--- src/design/kicker_pkg.sv ---
/* shared sample and reader state types,
   default bus timing, adc addresses and supervisor thresholds. */
package kicker_pkg;

	// one adc reading, bits 11 to 4 of the conversion word.
	typedef logic [7:0] sample_t;

	// reader phases, one or more scl periods each.
	typedef enum logic [2:0] {
		st_start,        // start condition.
		st_address,      // address and read bit, msb first.
		st_slave_ack,    // sda released for the adc.
		st_data_high,
		st_master_ack,
		st_data_low,
		st_master_nack,  // sda released, last byte done.
		st_stop
	} reader_state_e;

	// sysclk cycles per scl period, at least 16.
	localparam int default_scl_period = 46;

	// address plus read bit for each adc.
	localparam logic [7:0] default_cap_address     = 8'ha1;
	localparam logic [7:0] default_battery_address = 8'ha3;

	// capacitor counts as charged at or above this.
	localparam sample_t default_cap_target = 8'hb4;

	// battery below this is a fault.
	localparam sample_t default_battery_min = 8'h80;

endpackage

--- src/design/charge_supervisor.sv ---
/* combines capacitor and battery samples into
   charge enable, kick ready and fault levels. */
module charge_supervisor
	import kicker_pkg::*;
#(
	parameter sample_t cap_target  = default_cap_target,
	parameter sample_t battery_min = default_battery_min
) (
	input  logic    sysclk,
	input  logic    arst_n,
	input  logic    cap_valid,
	input  logic    cap_ok,
	input  sample_t cap_value,
	input  logic    bat_valid,
	input  logic    bat_ok,
	input  sample_t bat_value,
	output logic    charge_enable,
	output logic    kick_ready,
	output logic    fault
);

	sample_t cap_held;
	sample_t bat_held;
	logic    cap_ok_q;
	logic    bat_ok_q;
	logic    cap_seen;
	logic    bat_seen;
	logic    fault_next;
	logic    cap_charged;

	// latest readings, refused transactions leave the value as is.
	always_ff @(posedge sysclk) begin
		if (cap_valid) begin
			cap_held <= cap_value;
		end
		if (bat_valid) begin
			bat_held <= bat_value;
		end
	end

	always_ff @(posedge sysclk or negedge arst_n) begin
		if (!arst_n) begin
			cap_ok_q <= 1'b0;
			bat_ok_q <= 1'b0;
			cap_seen <= 1'b0;
			bat_seen <= 1'b0;
		end else begin
			if (cap_valid) begin
				cap_ok_q <= cap_ok;
				cap_seen <= cap_seen | cap_ok;   // sticky after first good one.
			end
			if (bat_valid) begin
				bat_ok_q <= bat_ok;
				bat_seen <= bat_seen | bat_ok;
			end
		end
	end

	assign fault_next = !cap_seen || !bat_seen || !cap_ok_q || !bat_ok_q
		|| (bat_held < battery_min);
	assign cap_charged = (cap_held >= cap_target);

	always_ff @(posedge sysclk or negedge arst_n) begin
		if (!arst_n) begin
			fault         <= 1'b1;   // no data yet.
			charge_enable <= 1'b0;
			kick_ready    <= 1'b0;
		end else begin
			fault         <= fault_next;
			charge_enable <= !fault_next && !cap_charged;
			kick_ready    <= !fault_next && cap_charged;
		end
	end

endmodule

--- src/design/i2c_adc_reader.sv ---
/* bit-banged i2c master polling one voltage adc,
   reports bits 11 to 4 of each conversion with a one-cycle strobe. */
module i2c_adc_reader
	import kicker_pkg::*;
#(
	parameter int         scl_period     = default_scl_period,
	parameter logic [7:0] device_address = default_cap_address
) (
	input  logic    sysclk,
	input  logic    arst_n,
	output logic    scl_out,
	output logic    sda_out,   // 1 releases the line.
	input  logic    sda_in,
	output logic    slave_ok,
	output logic    sample_valid,
	output sample_t sample
);

	localparam int div_w = $clog2(scl_period);

	// timing points within one scl period.
	localparam logic [div_w-1:0] div_last  = div_w'(scl_period - 1);
	localparam logic [div_w-1:0] div_start = div_w'(scl_period / 4);
	localparam logic [div_w-1:0] div_fall  = div_w'(scl_period / 2);
	localparam logic [div_w-1:0] div_setup = div_w'(scl_period * 3 / 4);

	logic [div_w-1:0] clk_div;
	reader_state_e    state;
	logic [2:0]       bit_count;
	logic             sda_in_s;
	logic [15:0]      word;
	logic             mid_high;
	logic             setup_point;

	// mid_high doubles as the start and stop edge and the sda sample point.
	assign mid_high    = (clk_div == div_start);
	assign setup_point = (clk_div == div_setup);

	// free-running scl divider.
	always_ff @(posedge sysclk or negedge arst_n) begin
		if (!arst_n) begin
			clk_div <= '0;
			scl_out <= 1'b1;
		end else begin
			if (clk_div == div_last) begin
				clk_div <= '0;
			end else begin
				clk_div <= clk_div + 1'b1;
			end

			if (clk_div == '0) begin
				scl_out <= 1'b1;
			end else if (clk_div == div_fall) begin
				scl_out <= 1'b0;
			end
		end
	end

	always_ff @(posedge sysclk or negedge arst_n) begin
		if (!arst_n) begin
			sda_in_s <= 1'b1;   // idle bus reads high.
		end else begin
			sda_in_s <= sda_in;
		end
	end

	// conversion word, msb first across both data bytes.
	always_ff @(posedge sysclk) begin
		if (mid_high && (state == st_data_high || state == st_data_low)) begin
			word <= {word[14:0], sda_in_s};
		end
	end

	always_ff @(posedge sysclk or negedge arst_n) begin
		if (!arst_n) begin
			state        <= st_start;
			bit_count    <= '0;
			sda_out      <= 1'b1;
			slave_ok     <= 1'b0;
			sample_valid <= 1'b0;
			sample       <= '0;
		end else begin
			sample_valid <= 1'b0;
			case (state)
				st_start: begin
					if (clk_div == '0) begin
						sda_out <= 1'b1;
					end else if (mid_high) begin
						sda_out <= 1'b0;   // falls while scl is high.
					end else if (setup_point) begin
						sda_out   <= device_address[7];
						bit_count <= '0;
						state     <= st_address;
					end
				end

				st_address: begin
					if (setup_point) begin
						if (bit_count == 3'd7) begin
							sda_out <= 1'b1;   // let the adc acknowledge.
							state   <= st_slave_ack;
						end else begin
							sda_out <= device_address[3'd6 - bit_count];
						end
						bit_count <= bit_count + 1'b1;
					end
				end

				st_slave_ack: begin
					if (mid_high) begin
						slave_ok <= ~sda_in_s;
					end else if (setup_point) begin
						bit_count <= '0;
						if (slave_ok) begin
							state <= st_data_high;
						end else begin
							// refused, report and retry.
							sample_valid <= 1'b1;
							state        <= st_start;
						end
					end
				end

				st_data_high: begin
					if (setup_point) begin
						if (bit_count == 3'd7) begin
							sda_out <= 1'b0;   // master ack.
							state   <= st_master_ack;
						end
						bit_count <= bit_count + 1'b1;
					end
				end

				st_master_ack: begin
					if (setup_point) begin
						sda_out   <= 1'b1;
						bit_count <= '0;
						state     <= st_data_low;
					end
				end

				st_data_low: begin
					if (setup_point) begin
						if (bit_count == 3'd7) begin
							state <= st_master_nack;
						end
						bit_count <= bit_count + 1'b1;
					end
				end

				st_master_nack: begin
					if (setup_point) begin
						sample       <= word[11:4];
						sample_valid <= 1'b1;
						sda_out      <= 1'b0;   // low first so stop can rise.
						state        <= st_stop;
					end
				end

				st_stop: begin
					if (mid_high) begin
						sda_out <= 1'b1;   // rises while scl is high.
					end else if (setup_point) begin
						state <= st_start;
					end
				end

				default: begin
					state <= st_start;
				end
			endcase
		end
	end

endmodule

--- src/design/kicker_monitor.sv ---
/* kicker monitor top, two adc readers on separate buses
   feeding the charge supervisor. */
module kicker_monitor
	import kicker_pkg::*;
#(
	parameter int         scl_period      = default_scl_period,
	parameter logic [7:0] cap_address     = default_cap_address,
	parameter logic [7:0] battery_address = default_battery_address,
	parameter sample_t    cap_target      = default_cap_target,
	parameter sample_t    battery_min     = default_battery_min
) (
	input  logic    sysclk,
	input  logic    arst_n,
	output logic    cap_scl,
	output logic    cap_sda_out,
	input  logic    cap_sda_in,
	output logic    bat_scl,
	output logic    bat_sda_out,
	input  logic    bat_sda_in,
	output sample_t cap_sample,
	output sample_t bat_sample,
	output logic    charge_enable,
	output logic    kick_ready,
	output logic    fault
);

	logic cap_valid;
	logic cap_ok;
	logic bat_valid;
	logic bat_ok;

	i2c_adc_reader #(
		.scl_period    (scl_period),
		.device_address(cap_address)
	) cap_reader_i (
		.sysclk      (sysclk),
		.arst_n      (arst_n),
		.scl_out     (cap_scl),
		.sda_out     (cap_sda_out),
		.sda_in      (cap_sda_in),
		.slave_ok    (cap_ok),
		.sample_valid(cap_valid),
		.sample      (cap_sample)
	);

	i2c_adc_reader #(
		.scl_period    (scl_period),
		.device_address(battery_address)
	) bat_reader_i (
		.sysclk      (sysclk),
		.arst_n      (arst_n),
		.scl_out     (bat_scl),
		.sda_out     (bat_sda_out),
		.sda_in      (bat_sda_in),
		.slave_ok    (bat_ok),
		.sample_valid(bat_valid),
		.sample      (bat_sample)
	);

	charge_supervisor #(
		.cap_target (cap_target),
		.battery_min(battery_min)
	) supervisor_i (
		.sysclk       (sysclk),
		.arst_n       (arst_n),
		.cap_valid    (cap_valid),
		.cap_ok       (cap_ok),
		.cap_value    (cap_sample),
		.bat_valid    (bat_valid),
		.bat_ok       (bat_ok),
		.bat_value    (bat_sample),
		.charge_enable(charge_enable),
		.kick_ready   (kick_ready),
		.fault        (fault)
	);

endmodule

--- config.mk ---
export PLATFORM = sky130hd
export DESIGN_NAME = kicker_monitor
export DESIGN_NICKNAME = d
export VERILOG_FILES = /design/src/design/kicker_pkg.sv /design/src/design/charge_supervisor.sv /design/src/design/i2c_adc_reader.sv /design/src/design/kicker_monitor.sv
export SDC_FILE = /design/constraint.sdc
export NUM_CORES = 1
export LEC_CHECK = 0
export BUFFER_PORTS_ARGS = -buffer_cell sky130_fd_sc_hd__buf_2
export CORE_MARGIN = 5
export CORE_UTILIZATION = 55
export DETAILED_ROUTE_END_ITERATION = 8
export PLACE_DENSITY = 0.74
export SLEW_MARGIN = 20
export SYNTH_ARGS = -nofsm -noshare
export SYNTH_HDL_FRONTEND = slang
export SYNTH_SLANG_ARGS = --single-unit
--- constraint.sdc ---
create_clock -name sysclk -period 2.5 [get_ports sysclk]
set_input_delay 0.125 -clock sysclk [delete_from_list [all_inputs] [get_ports sysclk]]
set_output_delay 0.125 -clock sysclk [all_outputs]
set_load 0.005 [all_outputs]
Yosys cells after proc, flatten, opt, wreduce, memory -nomap -nowiden
Memories as Yosys holds them, arrays and structs flattened.
Index checks and enable logic that the tools add are counted.
{"block": "totals", "reg_bits": 97, "mem_count": 2, "in_bits": 4, "romBits": 16}
{"block": "classes", "muxes": 82, "bitwise": 4, "eq_ne": 58, "order_cmp": 4, "add_sub_neg": 6, "reduce_logical": 38}
{"memory": "(no name shown)", "depth": 8, "width": 1, "rd": 1, "rd_ports_with_merged_regs": 0, "wr": 0, "line": "i2c_adc_reader.sv:103", "text": "sda_out <= device_address[3'd6 - bit_count];"}
{"memory": "(no name shown)", "depth": 8, "width": 1, "rd": 1, "rd_ports_with_merged_regs": 0, "wr": 0, "line": "i2c_adc_reader.sv:103"}
{"operator": "two-way mux 3 bit", "n": 38}
{"operator": "case mux 3 bit (8 select lines)", "n": 2}
{"operator": "!= test 2 x 1 -> 1 bit (second input constant)", "n": 22}
{"operator": "two-way mux 1 bit", "n": 32}
{"operator": "== test 3 bit (second input constant)", "n": 10}
{"operator": "AND reduction 15 bit", "n": 2}
{"operator": "== test 6 bit (second input constant)", "n": 4}
{"operator": "!= test 2 bit (second input constant)", "n": 12}
{"operator": "case mux 3 bit (4 select lines)", "n": 2}
{"operator": "adder 6 x 1 -> 6 bit (second input constant)", "n": 2}
{"operator": "== test 3 x 2 -> 1 bit (second input constant)", "n": 4}
{"operator": "== test 6 x 4 -> 1 bit (second input constant)", "n": 2}
{"operator": "== test 6 x 5 -> 1 bit (second input constant)", "n": 2}
{"operator": "logical NOT 6 bit", "n": 2}
{"operator": "two-way mux 6 bit", "n": 2}
{"operator": "case mux 1 bit (6 select lines)", "n": 2}
{"operator": "AND reduction 6 bit", "n": 2}
{"operator": "nonzero test 6 bit", "n": 2}
{"operator": ">= comparator 8 bit (second input constant)", "n": 1}
{"operator": "< comparator 3 x 4 -> 1 bit (second input constant)", "n": 2}
{"operator": "< comparator 8 bit (second input constant)", "n": 1}
{"operator": "AND reduction 2 bit", "n": 4}
{"operator": "nonzero test 4 bit", "n": 2}
{"operator": "adder 3 x 1 -> 3 bit (second input constant)", "n": 2}
{"operator": "13 further kinds", "n": 36}

Longest topological paths before layout
{"block": "logic_depth", "depth_word": 7, "ltp_mapped": 7, "mapped_depth_nobuf": 7}

By module
A second synthesis with hierarchy kept.
{"block": "unflattened", "hier_cells": 307, "hier_area_um2": 3971.3}
{"mod": "i2c_adc_reader (cap_reader_i)", "seq_area_each_um2": 989.7, "area_each_um2": 1785.5, "cells_each": 144, "instances": 1}
{"mod": "i2c_adc_reader (bat_reader_i)", "seq_area_each_um2": 989.7, "area_each_um2": 1710.4, "cells_each": 139, "instances": 1}
{"mod": "charge_supervisor", "seq_area_each_um2": 386.6, "area_each_um2": 475.5, "cells_each": 24, "instances": 1}

Worst setup path after synthesis
Ideal clock, no wire load.
{"block": "synth_path", "kind": "flip-flop to flip-flop", "startpoint": "register bat_reader_i.clk_div[0]", "endpoint": "register bat_reader_i.word[0], enable pin", "path_slack_ns": 0.662, "path_stages_with_launch": 5, "setup_ns": 0.380, "arrival_time_ns": 1.458, "n_path_buf": 0, "required_time_ns": 2.120, "path_cell_list": "dfrtp_1 > ha_1 > and3b_1 > nand2_1 > nor2_1"}
{"block": "synth_via", "elab_chain_len": 2}
{"item": "start: declaration", "line": "i2c_adc_reader.sv:27", "text": "logic [div_w-1:0] clk_div;"}
{"item": "start signal: assignment", "line": "i2c_adc_reader.sv:48", "text": "clk_div <= clk_div + 1'b1;"}
{"item": "== test 6 x 4 -> 1 bit", "line": "i2c_adc_reader.sv:36", "text": "assign mid_high = (clk_div == div_start);"}
{"item": "logical AND 1 bit", "line": "i2c_adc_reader.sv:69", "text": "if (mid_high && (state == st_data_high || state == st_data_low)) begin"}
{"item": "end signal: assignment", "line": "i2c_adc_reader.sv:70", "text": "word <= {word[14:0], sda_in_s};"}
{"item": "end: declaration", "line": "i2c_adc_reader.sv:31", "text": "logic [15:0] word;"}
No other way between the ends.
A chain may end at the register's enable or synchronous reset.

Final worst setup path
{"block": "layout_path", "startpoint": "register cap_reader_i.clk_div[2]", "endpoint": "register cap_reader_i.word[9], enable pin"}
{"block": "layout_via", "elab_chain_len": 2}
{"item": "start: declaration", "line": "i2c_adc_reader.sv:27"}
{"item": "start signal: assignment", "line": "i2c_adc_reader.sv:48"}
{"item": "== test 6 x 4 -> 1 bit", "line": "i2c_adc_reader.sv:36"}
{"item": "logical AND 1 bit", "line": "i2c_adc_reader.sv:69"}
{"item": "end signal: assignment", "line": "i2c_adc_reader.sv:70"}
{"item": "end: declaration", "line": "i2c_adc_reader.sv:31"}
No other way between the ends.

==> results by group <==
Run status
  • Outcome: complete, no violations

Setup path
  • CP top delay family: simple AND/OR/NAND/NOR gates
  • Crit-path max FO: 12
  • CP Launch Point: cap_reader_i.clk_div[2]
  • Setup slack, reg-to-reg: 0.56 ns
  • Critical Path Max Stage Delay: 0.52 ns
  • R2r endpoint: cap_reader_i.word[9]
  • Worst r2r src: cap_reader_i.clk_div[2]
  • Reg2Reg Depth: 3
  • Req. time, crit path: 2.50 ns
  • Critical Path Sink Type: flop
  • Slowest cell on the critical path: and3_1
  • WP depth: 3
  • CP bufs+invs: 0
  • WS Path Type: flop to flop
  • Critical Path Sink: cap_reader_i.word[9]
  • Worst setup SP type: flop
  • Arrival @ worst endpoint: 1.94 ns
  • Worst path cell trace: or2_4 -> nor3_2 -> and3_1

Yosys
  • Avg Cell Area, Syn: 12.5 µm²
  • Most area-consuming cells after synthesis: dfrtp_1 33%, edfxtp_1 24%, mux2_2 5.3%
  • Yosys reg bits: 88
  • YS warnings: 0
  • Syn Inst Count: 306
  • Area leader, netlist: dfrtp_1
  • Top cell type's share of synthesized area: 0.326
  • Syn Nets: 323
  • Cell Area, Synth: 3840 µm²
  • Post-synth ARST share: 0.648
  • Main synth FF type: dfrtp_1
  • Seq/Total Area, Yosys: 0.617
  • Synth unique cells: 56
  • EDFF count, synth: 31

Drt
  • Vias: 2,372
  • Iter 0 DRT Violations: 159
  • Drc violations: 0
  • WL per Instance: 14.2 µm
  • Drt first pass iters: 6
  • Top Metal Used: met4
  • Met3 wire length: 225 µm
  • Routed Antenna Nets: 0
  • Post-Route WL: 6190 µm
  • Met2 WL: 2860 µm
  • Vias per cell: 5.43
  • DRT met1 WL: 2990 µm

Clock network
  • Cts repair resizes: 0
  • Number of setup buffers added after CTS: 0
  • CTS tree: yes
  • CTS Hold Buffers Added: 3
  • Worst-Skew Late Latency: 0.36 ns
  • Root Buffer: clkbuf_8
  • Clk sink count: 88
  • CTS Buf Count: 9
  • CTS max path bufs: 2
  • H-Tree Depth: 3
  • Reg clk slew, reported paths: 0.09 ns

Timing
  • Final period utilization: 0.777
  • Skew final: 0.00949 ns
  • Minimum clock period: 1.94 ns
  • Relative slew slack: 0.512
  • Setup-failing EPs final: 0
  • Worst Hold Slack: 0.411 ns
  • Max Slew Vio Count: 0
  • Hold violation count in the final report: 0
  • Worst slew pin tran: 0.732 ns
  • Setup_tns: 0 ns
  • F_max: 515 MHz
  • RSZ-0062 raised after global routing: false

Floorplanning
  • Die width: 93.5 µm
  • Starting Density: 0.565
  • Io pins: 27
  • Site row count: 30
  • Core area: 6790 µm²
  • Die Y: 93.5 µm
  • Die area: 8750 µm²

Finish
  • # diodes: 0
  • Share of post-route cells with drive strength above 1: 0.229
  • Final nets: 353
  • Area grow syn2layout: 11.9%
  • Fillers: 532
  • Final Util: 0.632

Global routing
  • GR Overflow Total: 0
  • First-pass GRT wire length: 10,500 µm
  • Initial antenna violation count: 0
  • Largest net degree at the start of global routing: 58
  • Vias in the first global route: 2,200
  • GRT Total Usage: 0.155

Placed design
  • Port buffer count: 26
  • Routability cong.: 0.833
  • Final HPWL DP: 4070 µm

Run
  • Max-cap violations: 0

Pwr
  • Leak: 1.91 nW
  • Worst vdd ir: 0.000313 V
  • P per Cell Area: 603 nW/µm²

Min path
  • Hold Crit Class: input pin to flop
## flip-flops by register name, indices dropped and copies added, names as in the netlist, 3 cells and up
name,count
bat_reader_i.sample,8
supervisor_i.cap_held,6
bat_reader_i.state,3
cap_reader_i.word,12
cap_reader_i.bit_count,3
bat_reader_i.word,12
bat_reader_i.bit_count,3
cap_reader_i.state,3
cap_reader_i.sample,8
cap_reader_i.clk_div,6
bat_reader_i.clk_div,6
## synth_stat cells, drive strengths merged (3+ instances only)
library cell,count
dfrtp,50
edfxtp,31
nand2,26
nor2,22
o21ai,21
mux2,18
ha,13
a21oi,12
inv,10
dfstp,7
nand3,7
buf,6
clkbuf,6
nand4,6
nor2b,6
a31oi,5
xor2,5
a22o,4
nor3,4
and3,3
mux2i,3
nand2b,3
nand3b,3
o211ai,3
or2,3
xnor2,3
## per-layer routing
metal / GRT usage / vias up
li1: - / 1166
met1: 0.209 / 1138
met2: 0.239 / 59
met3: 0.0265 / 9
met4: 0.0842 / 0
met5: 0 / -
## layout by cell type (no fill, tap or decap), types with 3 or more instances in the layout
cell type,n
nand2_1,26
and3_1,3
a21oi_1,12
a22o_1,4
dfstp_2,7
edfxtp_1,31
nor2b_1,6
buf_2,26
nand4_1,5
xor2_1,5
mux2i_1,3
o211ai_1,3
nand3_1,6
nor2_1,21
o21ai_0,19
mux2_2,18
ha_1,13
dfrtp_1,50
inv_1,10
a31oi_1,5
xnor2_1,3
clkbuf_8,9
dlygate4sd3_1,3
nand2b_1,3
## how the worst min path moves through the flow
| stage | start | to | slack (ns) | cells after the start |
|---|---|---|---|---|
| 3_3_place_gp | cap_sda_in | cap_reader_i.sda_in_s | 0.23 | 1 |
| 3_5_place_dp | cap_sda_in | cap_reader_i.sda_in_s | 0.24 | 1 |
| 4_1_cts | cap_sda_in | cap_reader_i.sda_in_s | 0.39 | 2 |
| 6_report | bat_sda_in | bat_reader_i.sda_in_s | 0.41 | 2 |
| 2_1_floorplan | arst_n | bat_reader_i.bit_count[0] | -0.17 | 0 |
| 5_1_grt | bat_sda_in | bat_reader_i.sda_in_s | 0.40 | 2 |
## cell families after synthesis
group / after synthesis / synth area share
AOI/OAI and AO/OA: 63 / 0.106
xor gates and xnor gates: 8 / 0.0183
adders and majority gates: 13 / 0.0424
buffers and inverters: 22 / 0.0245
DFF: 88 / 0.617
muxes: 21 / 0.0607
and+or+nand+nor: 91 / 0.132
## layout make-up
class	count	area, µm²	area share
sequential	88	2370	0.551
clock buffer	10	128	0.0297
timing repair buffer	31	175	0.0408
inverter	10	37.5	0.00874
tap	96	120	0.0280
multi-input combinational	196	1380	0.321
clock inverter	6	90.1	0.0210
## metrics by stage
step / cells / instance area [µm²] / power [mW] / worst slack (ns)
2_1_floorplan: 306 / 3840 / 1.52 / 0.662
3_3_place_gp: 418 / 4050 / 1.54 / 0.601
3_5_place_dp: 418 / 4050 / 1.54 / 0.547
4_1_cts: 437 / 4290 / 2.61 / 0.538
5_1_grt: 437 / 4290 / 2.68 / 0.438
6_report: 437 / 4290 / 2.59 / 0.558
## power breakdown
group	internal [mW]	total, mW	switching, mW
Combinational	0.00571	0.0244	0.0187
Clock	0.569	1.07	0.506
Sequential	1.49	1.49	0.00123
Power figures use the tool's default switching activity.
